File: config.mk
export PLATFORM = sky130hd
export DESIGN_NAME = cellStateStore
export DESIGN_NICKNAME = d
export VERILOG_FILES = /design/src/hdl/lstmFixedPkg.sv /design/src/hdl/cellStateStore.sv
export SDC_FILE = /design/constraint.sdc
export NUM_CORES = 1
export LEC_CHECK = 0
export BUFFER_PORTS_ARGS = -buffer_cell sky130_fd_sc_hd__buf_2
export CORE_AREA = 2 2 115 117
export CTS_CLUSTER_DIAMETER = 150
export DETAILED_ROUTE_END_ITERATION = 12
export DIE_AREA = 0 0 117 119
export GPL_ROUTABILITY_DRIVEN = 0
export GPL_TIMING_DRIVEN = 0
export PLACE_DENSITY = 0.75
export SYNTH_ARGS = -nofsm -noshare
export SYNTH_HDL_FRONTEND = slang
export SYNTH_SLANG_ARGS = --single-unit
File: constraint.sdc
create_clock -name clock -period 1.2 [get_ports clock]
set_input_delay 0.24 -clock clock [delete_from_list [all_inputs] [get_ports clock]]
set_output_delay 0.24 -clock clock [all_outputs]
set_load 0.1 [all_outputs]
File: src/hdl/lstmFixedPkg.sv
package lstmFixedPkg;

    localparam int INTEGER_BITS  = 6;
    localparam int FRACTION_BITS = 11;
    localparam int FIXED_WIDTH   = INTEGER_BITS + FRACTION_BITS + 1;
    localparam int FIXED_ONE     = 1 << FRACTION_BITS;
    localparam int FIXED_HALF    = FIXED_ONE / 2;
    localparam int FIXED_MAX     = (1 << (FIXED_WIDTH - 1)) - 1;
    localparam int FIXED_MIN     = -(1 << (FIXED_WIDTH - 1));

    typedef logic signed [FIXED_WIDTH-1:0]       fixedT;
    typedef logic signed [2*FIXED_WIDTH-1:0]     productT;
    // Eight guard bits cover the column sum of the largest layer
    typedef logic signed [2*FIXED_WIDTH+7:0]     accumulatorT;

    function automatic fixedT saturateFixed(input accumulatorT value);
        if (value > accumulatorT'(FIXED_MAX))
            return fixedT'(FIXED_MAX);
        if (value < accumulatorT'(FIXED_MIN))
            return fixedT'(FIXED_MIN);
        return fixedT'(value);
    endfunction

    // Floor toward minus infinity, then clamp
    function automatic fixedT narrowProduct(input accumulatorT value);
        return saturateFixed(value >>> FRACTION_BITS);
    endfunction

    // Slope 1/4 through 0.5, flat outside
    function automatic fixedT hardSigmoid(input fixedT x);
        accumulatorT scaled;
        scaled = (accumulatorT'(x) >>> 2) + accumulatorT'(FIXED_HALF);
        if (scaled < accumulatorT'(0))
            return '0;
        if (scaled > accumulatorT'(FIXED_ONE))
            return fixedT'(FIXED_ONE);
        return fixedT'(scaled);
    endfunction

    function automatic fixedT hardTanh(input fixedT x);
        if (x > fixedT'(FIXED_ONE))
            return fixedT'(FIXED_ONE);
        if (x < fixedT'(-FIXED_ONE))
            return fixedT'(-FIXED_ONE);
        return x;
    endfunction

endpackage
File: src/hdl/cellStateStore.sv
`timescale 1ns/1ps

module cellStateStore
    import lstmFixedPkg::*;
#(
    parameter int HIDDEN_SZ = 4
)
(
    input  logic  clock,
    input  logic  reset,
    input  logic  clearState,
    input  logic  cellValid,
    input  fixedT newCell [HIDDEN_SZ],
    input  fixedT newHidden [HIDDEN_SZ],
    output fixedT cellState [HIDDEN_SZ],
    output fixedT hiddenState [HIDDEN_SZ],
    output logic  stateUpdated
);

    always_ff @(posedge clock)
    begin
        if (reset)
        begin
            stateUpdated <= 1'b0;
            cellState    <= '{default: '0};
            hiddenState  <= '{default: '0};
        end
        else
        begin
            stateUpdated <= cellValid;
            if (clearState)
            begin
                cellState   <= '{default: '0};
                hiddenState <= '{default: '0};
            end
            else if (cellValid)
            begin
                cellState   <= newCell;
                hiddenState <= newHidden;
            end
        end
    end

    // A clear landing on a write back would lose the sample
    assert property (@(posedge clock) disable iff (reset) !(clearState && cellValid));

endmodule

======== After elaboration in Yosys (flattened, before gate mapping) ========
Index checks and enable logic that the tools add are counted.
cells by class
  bitwise operators ....................... 0
  add/sub/neg operators ................... 0
  $lt $le $gt $ge ......................... 0
  shifts and indexed selects .............. 0
  reduce and logical (&&, ||, !) cells .... 1
  equality and inequality tests ........... 0
  multiply operators ...................... 0
  divide/modulo/power cells ............... 0
  mux-type cells .......................... 0
operator list
  operator            number
  2-bit OR reduction  1
storage, ports and cells
  flip-flop bits (word level) ............. 145
  bits in latches ......................... 0
  memories kept ........................... 0
  bits in read-only memories .............. 0
  bits in writable memories ............... 0
  logic and storage cells ................. 10
  input port bits ......................... 148
  output and inout port bits .............. 145

======== Depth between registers and ports, before layout ========
  depth after elaboration ................. 1
  depth in mapped cells ................... 5
  depth with buffers taken out ............ 2

======== Worst setup path after synthesis ========
No wires, ideal clock.
  kind .................................... reg-to-reg
  start ................................... register, netlist name cellState[0]
  end ..................................... register cellState[0] in the netlist's numbering
  path slack .............................. -0.040 ns
  buffers on the path ..................... 0
  library setup time ...................... 0.067 ns
  stages on the path, launching flop included .. 3
  arrival time ............................ 1.173 ns
  period minus slack after synthesis ...... 1.240 ns
  required time ........................... 1.133 ns
  cells stage by stage .................... dfxtp_1 -> mux2i_1 -> nor2_1
RTL lines
  what                  line                  text
  to (signal assigned)  cellStateStore.sv:38  cellState <= newCell;
  to (decl)             cellStateStore.sv:15  output fixedT cellState [HIDDEN_SZ],

======== Worst setup path after layout ========
  start ................................... register cellState[34] in the netlist's numbering
  end ..................................... output port cellState[34] in the netlist's numbering
No word-level cell between the ends.

==> Implementation_results.wiki <==
{| class="wikitable"
! Metric !! Value
|-
| Yosys reg bits || between 100 and 150
|-
| Hold Crit Class || in2reg
|-
| Least-Margin Pin Slew || 491 ps
|-
| Number of antenna cells inserted || 0
|-
| Vias in the first global route || 5226
|-
| Worst setup slack after placement || -413 ps
|-
| Max VDD drop || approximately 0.90 mV
|-
| Critical Path Slowest Stage Cell || sky130_fd_sc_hd__dfxtp_2
|-
| Synthesized instance count || 467
|-
| Non-Filler Cell Area, Final || 9990 sq um
|-
| Largest net degree at the start of global routing || 17
|-
| Startpoint type of the worst setup path || flip-flop
|-
| Count of flip-flops with a built-in enable after synthesis || 0
|-
| Commonest cells in the netlist || sky130_fd_sc_hd__dfxtp_1, sky130_fd_sc_hd__mux2i_1, sky130_fd_sc_hd__nor2_1
|-
| Switching part of the total || between 20% and 30%
|-
| Maximum clock frequency || just over 0.8 GHz
|-
| Max-slew violations || 0
|-
| TritonCTS clock tree || built
|-
| Initial antenna violation count || 0
|-
| Predominant post-synthesis flop cell || sky130_fd_sc_hd__dfxtp_1
|-
| Total design power || ~0.014 W
|-
| Fin Clk Skew || 0 ps
|-
| Antenna violation net count after detailed routing || 0
|-
| Leading area contributor after synthesis || sky130_fd_sc_hd__dfxtp_1
|-
| Combinational cell fraction of total power || around 20%
|-
| Outcome || complete, but fails checks
|-
| Number of buffers inserted during clock tree synthesis || 17
|-
| Most frequently used cell type in the post-synthesis netlist || sky130_fd_sc_hd__dfxtp_1
|-
| Post-Synthesis Net Count || between 600 and 700
|-
| Number of buffers added on ports || ~290
|-
| Data required time at the worst endpoint || between 900 and 1000 ps
|-
| Clock slew seen by the registers of the worst setup and hold paths || 60 ps
|-
| GR Util All Layers || a little over a quarter
|-
| Number of nets at the end of the flow || 943
|-
| Number of buffers and inverters on the critical path || 1
|-
| Slack of the critical path || -10.9 ps
|-
| Area grow syn2layout || 94.8%
|-
| Proportion of synthesized chip area in sequential cells || 56.6%
|-
| Yosys top cell area share || 56.6%
|-
| Post-layout min period || about 1200 ps
|-
| Maximum clock insertion buffer count || 2
|-
| Setup TNS || -78.2 ps
|-
| Internal portion of total power || 0.00975 W
|-
| Die Y-Extent || between 100 and 150 microns
|-
| Layout cells sized above 1 || 63.0%
|-
| Ordered list of cells on the worst path || buf_12
|-
| Count of final setup violators || 23
|-
| Register share of total power || approximately 38%
|-
| Cell family contributing the most delay on the critical path || flip-flops
|-
| Number of non-filler instances in the completed layout || ~1000
|-
| Tcrit/Tclk final || 101%
|-
| Die width || ~120 microns
|-
| Yosys warnings || 0
|-
| Number of filler cells placed in the layout || 661
|-
| Placed instance area || ~7000 sq um
|-
| Largest cells by area after synthesis || sky130_fd_sc_hd__dfxtp_1, sky130_fd_sc_hd__mux2i_1, sky130_fd_sc_hd__nor2_1, sky130_fd_sc_hd__buf_6, sky130_fd_sc_hd__buf_2
|-
| Count of TritonRoute iterations in the first routing pass || 4
|-
| Global route overflow || 0
|-
| Per-cell routed wire length || approximately 19 microns
|-
| IO Count || slightly below 300
|-
| Sw power || about 0.0040 W
|-
| Wire length after detailed routing || 18900 microns
|-
| Cell area after synthesis || approximately 5000 sq um
|-
| Number of levels in the clock H-tree || 4
|-
| Library cell used as clock root buffer || sky130_fd_sc_hd__clkbuf_16
|-
| Max Cap Viol || 0
|-
| Data arrival, critical path || approximately 970 ps
|-
| Core area || around 13000 sq um
|-
| Synth async-reset ratio || 0%
|-
| Final Hold Fails || 0
|-
| Kind of capture point of the worst setup path || output pin
|-
| Worst slew margin || roughly two thirds
|-
| Std-Cell Rows || 42
|-
| Failing checks || negative setup slack
|-
| Die footprint || between 10000 and 15000 sq um
|-
| Static power due to leakage || 4.60 nW
|-
| CTS sink cnt || around 150
|-
| First-pass GRT wire length || between 20000 and 30000 microns
|-
| Placed wire-length estimate after detailed placement || 10200 microns
|-
| Number of distinct library cell variants in the gate-level netlist after synthesis || 9
|-
| Starting utilization of the core area || between 30% and 40%
|-
| Initial DRC count || 143
|-
| Placed cell count || slightly above 900
|-
| Critical path class || reg2out
|-
| PD cells || roughly 1400 nW/um^2
|-
| Via count of the routed design || roughly 4700
|-
| Vias/cell || between 4 and 5
|-
| Remaining design rule violation count || 0
|-
| Worst skew pair latency || ~420 ps
|-
| Largest stage delay, worst path || between 300 and 400 ps
|-
| Synthesized area per cell || 11.0 sq um
|-
| Power share of the clock group || 42.0%
|-
| RSZ-0062 raised after global routing || true
|-
| Worst Path Max Fanout || 2
|}
tightest hold or removal path, stage by stage:
cell and delay, ps:
sky130_fd_sc_hd__buf_2 80, sky130_fd_sc_hd__mux2i_1 50, sky130_fd_sc_hd__nor2_1 70
kinds of logic after synthesis:
logic type / share of synthesized area, %
flip-flops: 56.6
AND/OR/NAND/NOR: 10.8
multiplexers: 28.1
buffers and inverters: 4.56
cell usage in the layout (no fill, tap or decap), drive strengths merged, types with 2 or more instances in the layout:
cell type	instances
buf	332
dfxtp	145
mux2i	144
nor2	144
clkbuf	30
clkinv	4
bufinv	4
clkinvlp	2
repair_timing:
item                       in CTS  in global routing
setup endpoints to repair     145                145
hold buffers                    1                  0
pin swaps                       0                  0
gates cloned                    0                  0
hold endpoints to repair        1                  0
resized for setup             581                 22
buffers inserted                4                 13
sequential cells by signal, summed over array words and instances (netlist names):
| register | count |
|---|---|
| hiddenState | 72 |
| stateUpdated | 1 |
| cellState | 72 |
layer usage:
layer  vias up  part of all wire, %  track usage [%]  routed length, microns
li1       2195                    -                -                       -
met5         -                    0                0                       0
met1      2220                   33             23.9                    6200
met4         0                  3.4             12.4                     634
met2       243                   54             50.5                   10300
met3        45                  9.4             10.5                    1780
layout make-up:
cell class / count / area (sq um) / share of cell area (%)
repair buffers: 309 / 3770 / 37.7
flip-flops and latches: 145 / 3130 / 31.4
multi-input cells: 290 / 1990 / 20.0
clock buffers: 22 / 484 / 4.84
plain buffers: 32 / 235 / 2.35
well taps: 176 / 220 / 2.20
clock inverters: 10 / 155 / 1.55
power by group through the flow:
stage	Sequential [W]	Combinational [W]	Clock, W
global route	0.00517	0.00289	0.00601
floorplan	0.00635	0.000542	0
finish	0.00516	0.00280	0.00575
global placement	0.00518	0.00220	0
detailed placement	0.00518	0.00221	0
CTS	0.00518	0.00272	0.00574
worst paths after layout:
kind | from | to | slack (ps) | depth (start not counted)
min | newHidden[0] | hiddenState[0] | 60 | 3
max | cellState[34] | cellState[34] | -10 | 1
max reg2reg | hiddenState[25] | hiddenState[25] | 330 | 3
min reg2reg | hiddenState[70] | hiddenState[70] | 520 | 2
stage by stage:
| stage | utilization, % | hold WS [ps] |
|---|---|---|
| floorplan | - | 312 |
| global placement | 54.3 | 408 |
| detailed placement | 54.3 | 412 |
| CTS | 76.5 | 40.2 |
| global route | 77.6 | 57.4 |
| finish | 77.6 | 55.9 |
Note: power is estimated with default switching activity, not from simulation.
