$ cat src/hdl/lstmControlPkg.sv
package lstmControlPkg;

    // Gate order in the weight store and the accumulator bank
    typedef enum logic [1:0]
    {
        gateZ = 2'd0,
        gateI = 2'd1,
        gateF = 2'd2,
        gateO = 2'd3
    } gateIndexT;

    // Elementwise stage, one phase per cycle
    typedef enum logic [2:0]
    {
        phaseIdle          = 3'd0,
        phaseInputProduct  = 3'd1,
        phaseForgetProduct = 3'd2,
        phaseCellSum       = 3'd3,
        phaseOutputProduct = 3'd4
    } updatePhaseT;

endpackage

$ cat src/hdl/lstmFixedPkg.sv
package lstmFixedPkg;

    localparam int INTEGER_BITS  = 6;
    localparam int FRACTION_BITS = 11;
    localparam int FIXED_WIDTH   = INTEGER_BITS + FRACTION_BITS + 1;
    localparam int FIXED_ONE     = 1 << FRACTION_BITS;
    localparam int FIXED_HALF    = FIXED_ONE / 2;
    localparam int FIXED_MAX     = (1 << (FIXED_WIDTH - 1)) - 1;
    localparam int FIXED_MIN     = -(1 << (FIXED_WIDTH - 1));

    typedef logic signed [FIXED_WIDTH-1:0]       fixedT;
    typedef logic signed [2*FIXED_WIDTH-1:0]     productT;
    // Eight guard bits cover the column sum of the largest layer
    typedef logic signed [2*FIXED_WIDTH+7:0]     accumulatorT;

    function automatic fixedT saturateFixed(input accumulatorT value);
        if (value > accumulatorT'(FIXED_MAX))
            return fixedT'(FIXED_MAX);
        if (value < accumulatorT'(FIXED_MIN))
            return fixedT'(FIXED_MIN);
        return fixedT'(value);
    endfunction

    // Floor toward minus infinity, then clamp
    function automatic fixedT narrowProduct(input accumulatorT value);
        return saturateFixed(value >>> FRACTION_BITS);
    endfunction

    // Slope 1/4 through 0.5, flat outside
    function automatic fixedT hardSigmoid(input fixedT x);
        accumulatorT scaled;
        scaled = (accumulatorT'(x) >>> 2) + accumulatorT'(FIXED_HALF);
        if (scaled < accumulatorT'(0))
            return '0;
        if (scaled > accumulatorT'(FIXED_ONE))
            return fixedT'(FIXED_ONE);
        return fixedT'(scaled);
    endfunction

    function automatic fixedT hardTanh(input fixedT x);
        if (x > fixedT'(FIXED_ONE))
            return fixedT'(FIXED_ONE);
        if (x < fixedT'(-FIXED_ONE))
            return fixedT'(-FIXED_ONE);
        return x;
    endfunction

endpackage
$ cat src/hdl/cellUpdate.sv
`timescale 1ns/1ps

module cellUpdate
    import lstmFixedPkg::*, lstmControlPkg::*;
#(
    parameter int HIDDEN_SZ = 4
)
(
    input  logic  clock,
    input  logic  reset,
    input  logic  gatesValid,
    input  fixedT gateZ [HIDDEN_SZ],
    input  fixedT gateI [HIDDEN_SZ],
    input  fixedT gateF [HIDDEN_SZ],
    input  fixedT gateO [HIDDEN_SZ],
    input  fixedT cellState [HIDDEN_SZ],
    output logic  cellValid,
    output fixedT newCell [HIDDEN_SZ],
    output fixedT newHidden [HIDDEN_SZ]
);

    updatePhaseT phase;
    fixedT       operandA [HIDDEN_SZ];
    fixedT       operandB [HIDDEN_SZ];
    productT     bankProduct [HIDDEN_SZ];
    fixedT       bankResult [HIDDEN_SZ];
    fixedT       inputTerm [HIDDEN_SZ];
    fixedT       forgetTerm [HIDDEN_SZ];
    fixedT       cellNext [HIDDEN_SZ];

    always_ff @(posedge clock)
    begin
        if (reset)
        begin
            phase <= phaseIdle;
        end
        else
        begin
            case (phase)
                phaseIdle:
                begin
                    if (gatesValid)
                        phase <= phaseInputProduct;
                end
                phaseInputProduct:  phase <= phaseForgetProduct;
                phaseForgetProduct: phase <= phaseCellSum;
                phaseCellSum:       phase <= phaseOutputProduct;
                default:            phase <= phaseIdle;
            endcase
        end
    end

    // One multiplier per row, operands picked by phase
    for (genvar r = 0; r < HIDDEN_SZ; r++)
    begin : multiplierRow
        always_comb
        begin
            case (phase)
                phaseInputProduct:
                begin
                    operandA[r] = hardTanh(gateZ[r]);
                    operandB[r] = hardSigmoid(gateI[r]);
                end
                phaseForgetProduct:
                begin
                    operandA[r] = cellState[r];
                    operandB[r] = hardSigmoid(gateF[r]);
                end
                phaseOutputProduct:
                begin
                    operandA[r] = hardTanh(cellNext[r]);
                    operandB[r] = hardSigmoid(gateO[r]);
                end
                default:
                begin
                    operandA[r] = '0;
                    operandB[r] = '0;
                end
            endcase
        end

        assign bankProduct[r] = productT'(operandA[r] * operandB[r]);
        assign bankResult[r]  = narrowProduct(accumulatorT'(bankProduct[r]));

        always_ff @(posedge clock)
        begin
            if (phase == phaseInputProduct)
                inputTerm[r] <= bankResult[r];
            if (phase == phaseForgetProduct)
                forgetTerm[r] <= bankResult[r];
            if (phase == phaseCellSum)
                cellNext[r] <= saturateFixed(accumulatorT'(inputTerm[r])
                    + accumulatorT'(forgetTerm[r]));
        end
    end

    // Hidden value comes straight off the bank in the last phase
    assign cellValid = (phase == phaseOutputProduct);
    assign newCell   = cellNext;
    assign newHidden = bankResult;

    assert property (@(posedge clock) disable iff (reset) gatesValid |-> phase == phaseIdle);

endmodule

$ cat config.mk
export PLATFORM = sky130hd
export DESIGN_NAME = cellUpdate
export DESIGN_NICKNAME = d
export VERILOG_FILES = /design/src/hdl/lstmControlPkg.sv /design/src/hdl/lstmFixedPkg.sv /design/src/hdl/cellUpdate.sv
export SDC_FILE = /design/constraint.sdc
export NUM_CORES = 2
export LEC_CHECK = 0
export ABC_AREA = 1
export BUFFER_PORTS_ARGS = -buffer_cell sky130_fd_sc_hd__clkbuf_2
export CAP_MARGIN = 20
export CORE_MARGIN = 10
export CORE_UTILIZATION = 55
export DETAILED_ROUTE_END_ITERATION = 10
export PLACE_DENSITY_LB_ADDON = 0.05
export SYNTH_ARGS = -nofsm -noshare
export SYNTH_HDL_FRONTEND = slang
export SYNTH_SLANG_ARGS = --single-unit
$ cat constraint.sdc
create_clock -name clock -period 14.7 [get_ports clock]
set_clock_uncertainty 0.2 [all_clocks]
set_input_delay 1.47 -clock clock [delete_from_list [all_inputs] [get_ports clock]]
set_output_delay 1.47 -clock clock [all_outputs]
set_load 0.02 [all_outputs]
Yosys cells after proc, flatten, opt, wreduce, memory -nomap -nowiden

Memories as Yosys holds them, arrays and structs flattened.
Index checks and enable logic that the tools add are counted.

RAM bits: 144
Output and inout bits: 145
Register bits: 75
Memories kept: 2

Memory list:

| memory     | depth | width | read ports | clocked after Yosys merged registers in | write ports | RTL line         | source |
|---|---|---|---|---|---|---|---|
| forgetTerm | 4     | 18    | 4          | 0                                       | 4           | cellUpdate.sv:28 | `fixedT forgetTerm [HIDDEN_SZ];` |
| inputTerm  | 4     | 18    | 4          | 0                                       | 4           | cellUpdate.sv:27 | `fixedT inputTerm [HIDDEN_SZ];` |

$mul: 4
$lt $le $gt $ge: 56
Mux-type cells: 258
Add/subtract/negate cells: 16
Reductions and logical operators: 1
Equal/unequal tests: 5

Operators by type and width:

| cell                                                            | count |
|---|---|
| 2-to-1 mux 18 bit                                               | 112 |
| case mux 18 bit (3 select lines)                                | 8 |
| adder 16 x 12 -> 17 bit, second input constant                  | 12 |
| greater-than comparator 17 x 13 -> 1 bit, second input constant | 12 |
| < comparator 17 x 1 -> 1 bit, second input constant             | 12 |
| greater-than comparator 18 x 13 -> 1 bit, second input constant | 8 |
| < comparator 18 x 12 -> 1 bit, second input constant            | 8 |
| multiplier 18 x 18 -> 36 bit                                    | 4 |
| 2-to-1 mux 1 bit                                                | 136 |
| greater-than comparator 25 x 18 -> 1 bit, second input constant | 4 |
| < comparator 25 x 18 -> 1 bit, second input constant            | 4 |
| adder 18 x 18 -> 19 bit                                         | 4 |
| greater-than comparator 19 x 18 -> 1 bit, second input constant | 4 |
| < comparator 19 x 18 -> 1 bit, second input constant            | 4 |
| case mux 3 bit (4 select lines)                                 | 1 |
| equality test 3 x 2 -> 1 bit, second input constant             | 2 |
| equality test 3 x 1 -> 1 bit, second input constant             | 1 |
| equality test 3 bit, second input constant                      | 1 |
| zero test 3 bit                                                 | 1 |
| 2-to-1 mux 3 bit                                                | 1 |
| inequality test 2 bit, second input constant                    | 1 |

Longest topological paths before layout

Depth after elaboration: 15
Depth in mapped cells: 45
Mapped depth without buffers: 43

Worst setup path after synthesis

Ideal clock, no wire load.

Path type: reg2out
Start: register phase[2]
End: output newHidden[7] (netlist name)
Arrival: 8.895 ns
Path buffers: 4
Stages on the path, launching flop included: 31
Path slack: 4.135 ns
Required time: 13.030 ns
Path through: dfxtp_1 nor2_1 inv_1 nor2_1 buf_4 clkbuf_1 nand2_1 nand3_1 clkbuf_1 nand2_1 fa_1 inv_1 fa_1 fa_1 fa_1 fa_1 inv_1 fa_1 inv_1 ha_1 a21oi_1 o21ai_0 a21oi_1 nor3_1 nor2_1 nand2_1 xor2_1 nand2_1 buf_4 nand2_1 nand2_1

RTL lines:

| item                   | RTL line         | source |
|---|---|---|
| start, declared        | cellUpdate.sv:22 | `updatePhaseT phase;` |
| start signal, assigned | cellUpdate.sv:35 | `phase <= phaseIdle;` |
| start signal, assigned | cellUpdate.sv:43 | `phase <= phaseInputProduct;` |
| start signal, assigned | cellUpdate.sv:45 | `phaseInputProduct: phase <= phaseForgetProduct;` |
| end, declared          | cellUpdate.sv:19 | `output fixedT newHidden [HIDDEN_SZ]` |

==> impl_metrics.toml <==
[run_status]
status = "completed"

[place]
place_area_mm2 = 0.06603
dp_cells = 9947
hpwlAfterDp_um = 163500
place_congestion = 0.9895
port_buffers = 483

[detailed_routing]
drc_errors = 0
vias = 51620
firstDrtPassIters = 9
wirelength_um = 185800
final_antenna_net_count = 0
drtIter0Drc = 3654
viasPerCell = 5.160
detail_route.wl_per_cell_um = 18.58

[hold_path]
hold_path_depth = 3
hp-start = "phase[0]"
hp-class = "register to register"

[synth]
yosysMostFrequentCell = "inv_1"
synth.top_cells.by_count = "2,118 x inv_1, 1,761 x nand2_1, 1,164 x fa_1"
synthDistinctLibCells = 56
syn_avg_cell_area_um2 = 7.851
yosys_warnings = 0
synth_edf_count = 216
ys_top_cells_by_area = "fa_1 38%, inv_1 13%, nand2_1 11%"
yosysSeqAreaShare_pct = 10.79
synth-async-reset-ratio_pct = 0
synth_top_cell_by_area = "fa_1"
synthFlopType = "edfxtp_1"
yosysTopAreaCellShare_pct = 38.41
syn-instance-count = 7727
ys_ff_latch = 219
syn_area_mm2 = 0.06066

[critical_path]
worstSetupStartpoint = "gateO[66]"
r2r_cells = 34
crit_slowest_cell = "fa_1"
critPathMaxStageDelay_ns = 0.74
critPathRequiredTime_ns = 13.03
path_common_cell = "nand2_1"
reg2reg_from = "phase[2]"
critPathKind = "primary input to output port"
path_max_fanout = 17
cp-start-kind = "primary input"
cp.arrival_ns = 11.16
endpoint_kind = "output port"

[global_routing]
grt_max_degree = 72
track_usage_pct = 30.23
grtUsageMet1_pct = 39.54
met3_usage_pct = 7.596
grt_antenna_before_repair = 10
grt_pass1_wl_um = 298400
busiest_layer = "met2"
grt_remaining_overflow = 0
use_met2_pct = 49.65
grt_pass1_vias = 54300

[clocking]
clk_latency_ns = 0.59
cts_hold_buf = 0
cts_tree = "built"
cts_made_buffers = 27
cts_root_buffer = "clkbuf_16"
post-cts-setup-buffers = 0
cts_resized = 0
cts.sinks = 219
max-clock-path-buffers = 3
path_clk_slew_ns = 0.06
htree_levels = 1

[power]
power.leakage_nw = 36.57
powerDensity_mw_per_mm2 = 127.0
finalPower_mw = 8.494
vdd_ir_drop_max_mv = 0.3143

[cells_and_area]
drive_gt1_share_pct = 7.813
fin_cells = 10000
nets = 10480
design_area_mm2 = 0.06689
areaGrowthSynthToFinish_pct = 10.26
nFillCells = 10240
final_core_util_pct = 61.28

[sta]
relSlewSlack_pct = 25.13
fin_setup_tns_ns = 0
finalCritPeriodShare_pct = 87.26
fmax_ghz = 0.07796
hold_viol_final = 0
min_period_ns = 12.83
worst_pin_slew_ns = 1.114
rsz0062_at_grt = "false"
slew_viol_final = 0
final-setup-viol-count = 0

[floorplanning]
start_util_pct = 55.58
ios = 508
die_h_um = 352.1
rows = 121
core_mm2 = 0.1092
fp.dieW_um = 352.1
die-area_mm2 = 0.1240

[job]
maxCapViolations = 0
[registers in the layout (all words and copies together), names as in the netlist]
| name | cells |
|---|---|
| phase | 3 |
| forgetTerm | 72 |
| inputTerm | 72 |
| newCell | 72 |
[metal layers]
layer | share of wire [%] | vias to the layer above
met5 | 0.033 | -
met4 | 3.1 | 10
met3 | 9.7 | 320
met2 | 46 | 1889
met1 | 41 | 25200
li1 | - | 24190
[area by class of cell]
cell class	count	area (um^2)	area share (%)
inverter	2155	8089	12.09
clock buffer	32	694.4	1.038
multi-input combinational	5551	46650	69.74
clock inverter	17	110.1	0.1646
timing repair buffer	550	2948	4.407
tap	1476	1847	2.761
sequential	219	6546	9.787
antenna	2	5.005	0.007483
[worst paths after layout]
kind                                    endpoint  slack, ns
worst max-delay path               newHidden[64]       1.87
worst min register to register          phase[0]       0.33
worst max register to register  inputTerm[3][10]       4.57
worst min-delay path                    phase[0]       0.33
[per-stage QoR]
step           setup WS, ns  hold slack (ns)
2_1_floorplan         4.135           0.2875
3_3_place_gp          2.095           0.3021
3_5_place_dp          1.990           0.3175
4_1_cts               1.965           0.3287
5_1_grt               1.316           0.3726
6_report              1.872           0.3309
[layout by cell type, fill, tap and decap left out, types with 9 or more instances in the layout]
cell and count:
buf_4 62, o21ai_0 171, nand4_1 75, inv_2 15, a21oi_1 229, xnor2_1 83, nand3_1 237, edfxtp_1 216
nand2_1 1761, o21bai_1 24, conb_1 304, a21o_1 17, nor4_1 45, a31oi_1 33, nor3_1 98, clkbuf_16 27
o211ai_2 9, o211ai_1 18, inv_1 2118, nor2_1 631, fa_1 1164, clkinv_1 25, nor3_2 12, clkbuf_2 483
xor2_1 105, ha_1 444
[kinds of logic (layout without fill, tap and decap cells)]
logic type,count (synthesis),count (layout),share of synthesized area (%)
buf+inv,2259,2754,14.21
other cells,2,306,0.01238
simple gates,2911,2911,19.63
xor+xnor,188,188,2.714
flops,219,219,10.79
fa+ha+maj,1608,1608,47.57
compound gates,540,540,5.072
[critical path, delay by kind of cell]
kind | cells | cell delay [ns]
AOI/OAI and AO/OA | 4 | 0.90
adders and majority gates | 8 | 4.23
xor gates and xnor gates | 1 | 0.37
and+or+nand+nor | 15 | 2.84
buffers and inverters | 8 | 1.30
[power by group]
part	switching, mW	total, mW	internal (mW)	leakage (nW)
clock	0.296	0.637	0.340	0.402
combinational	4.59	6.64	2.06	34.2
sequential	0.0589	1.22	1.16	1.98
Power figures use the tool's default switching activity.
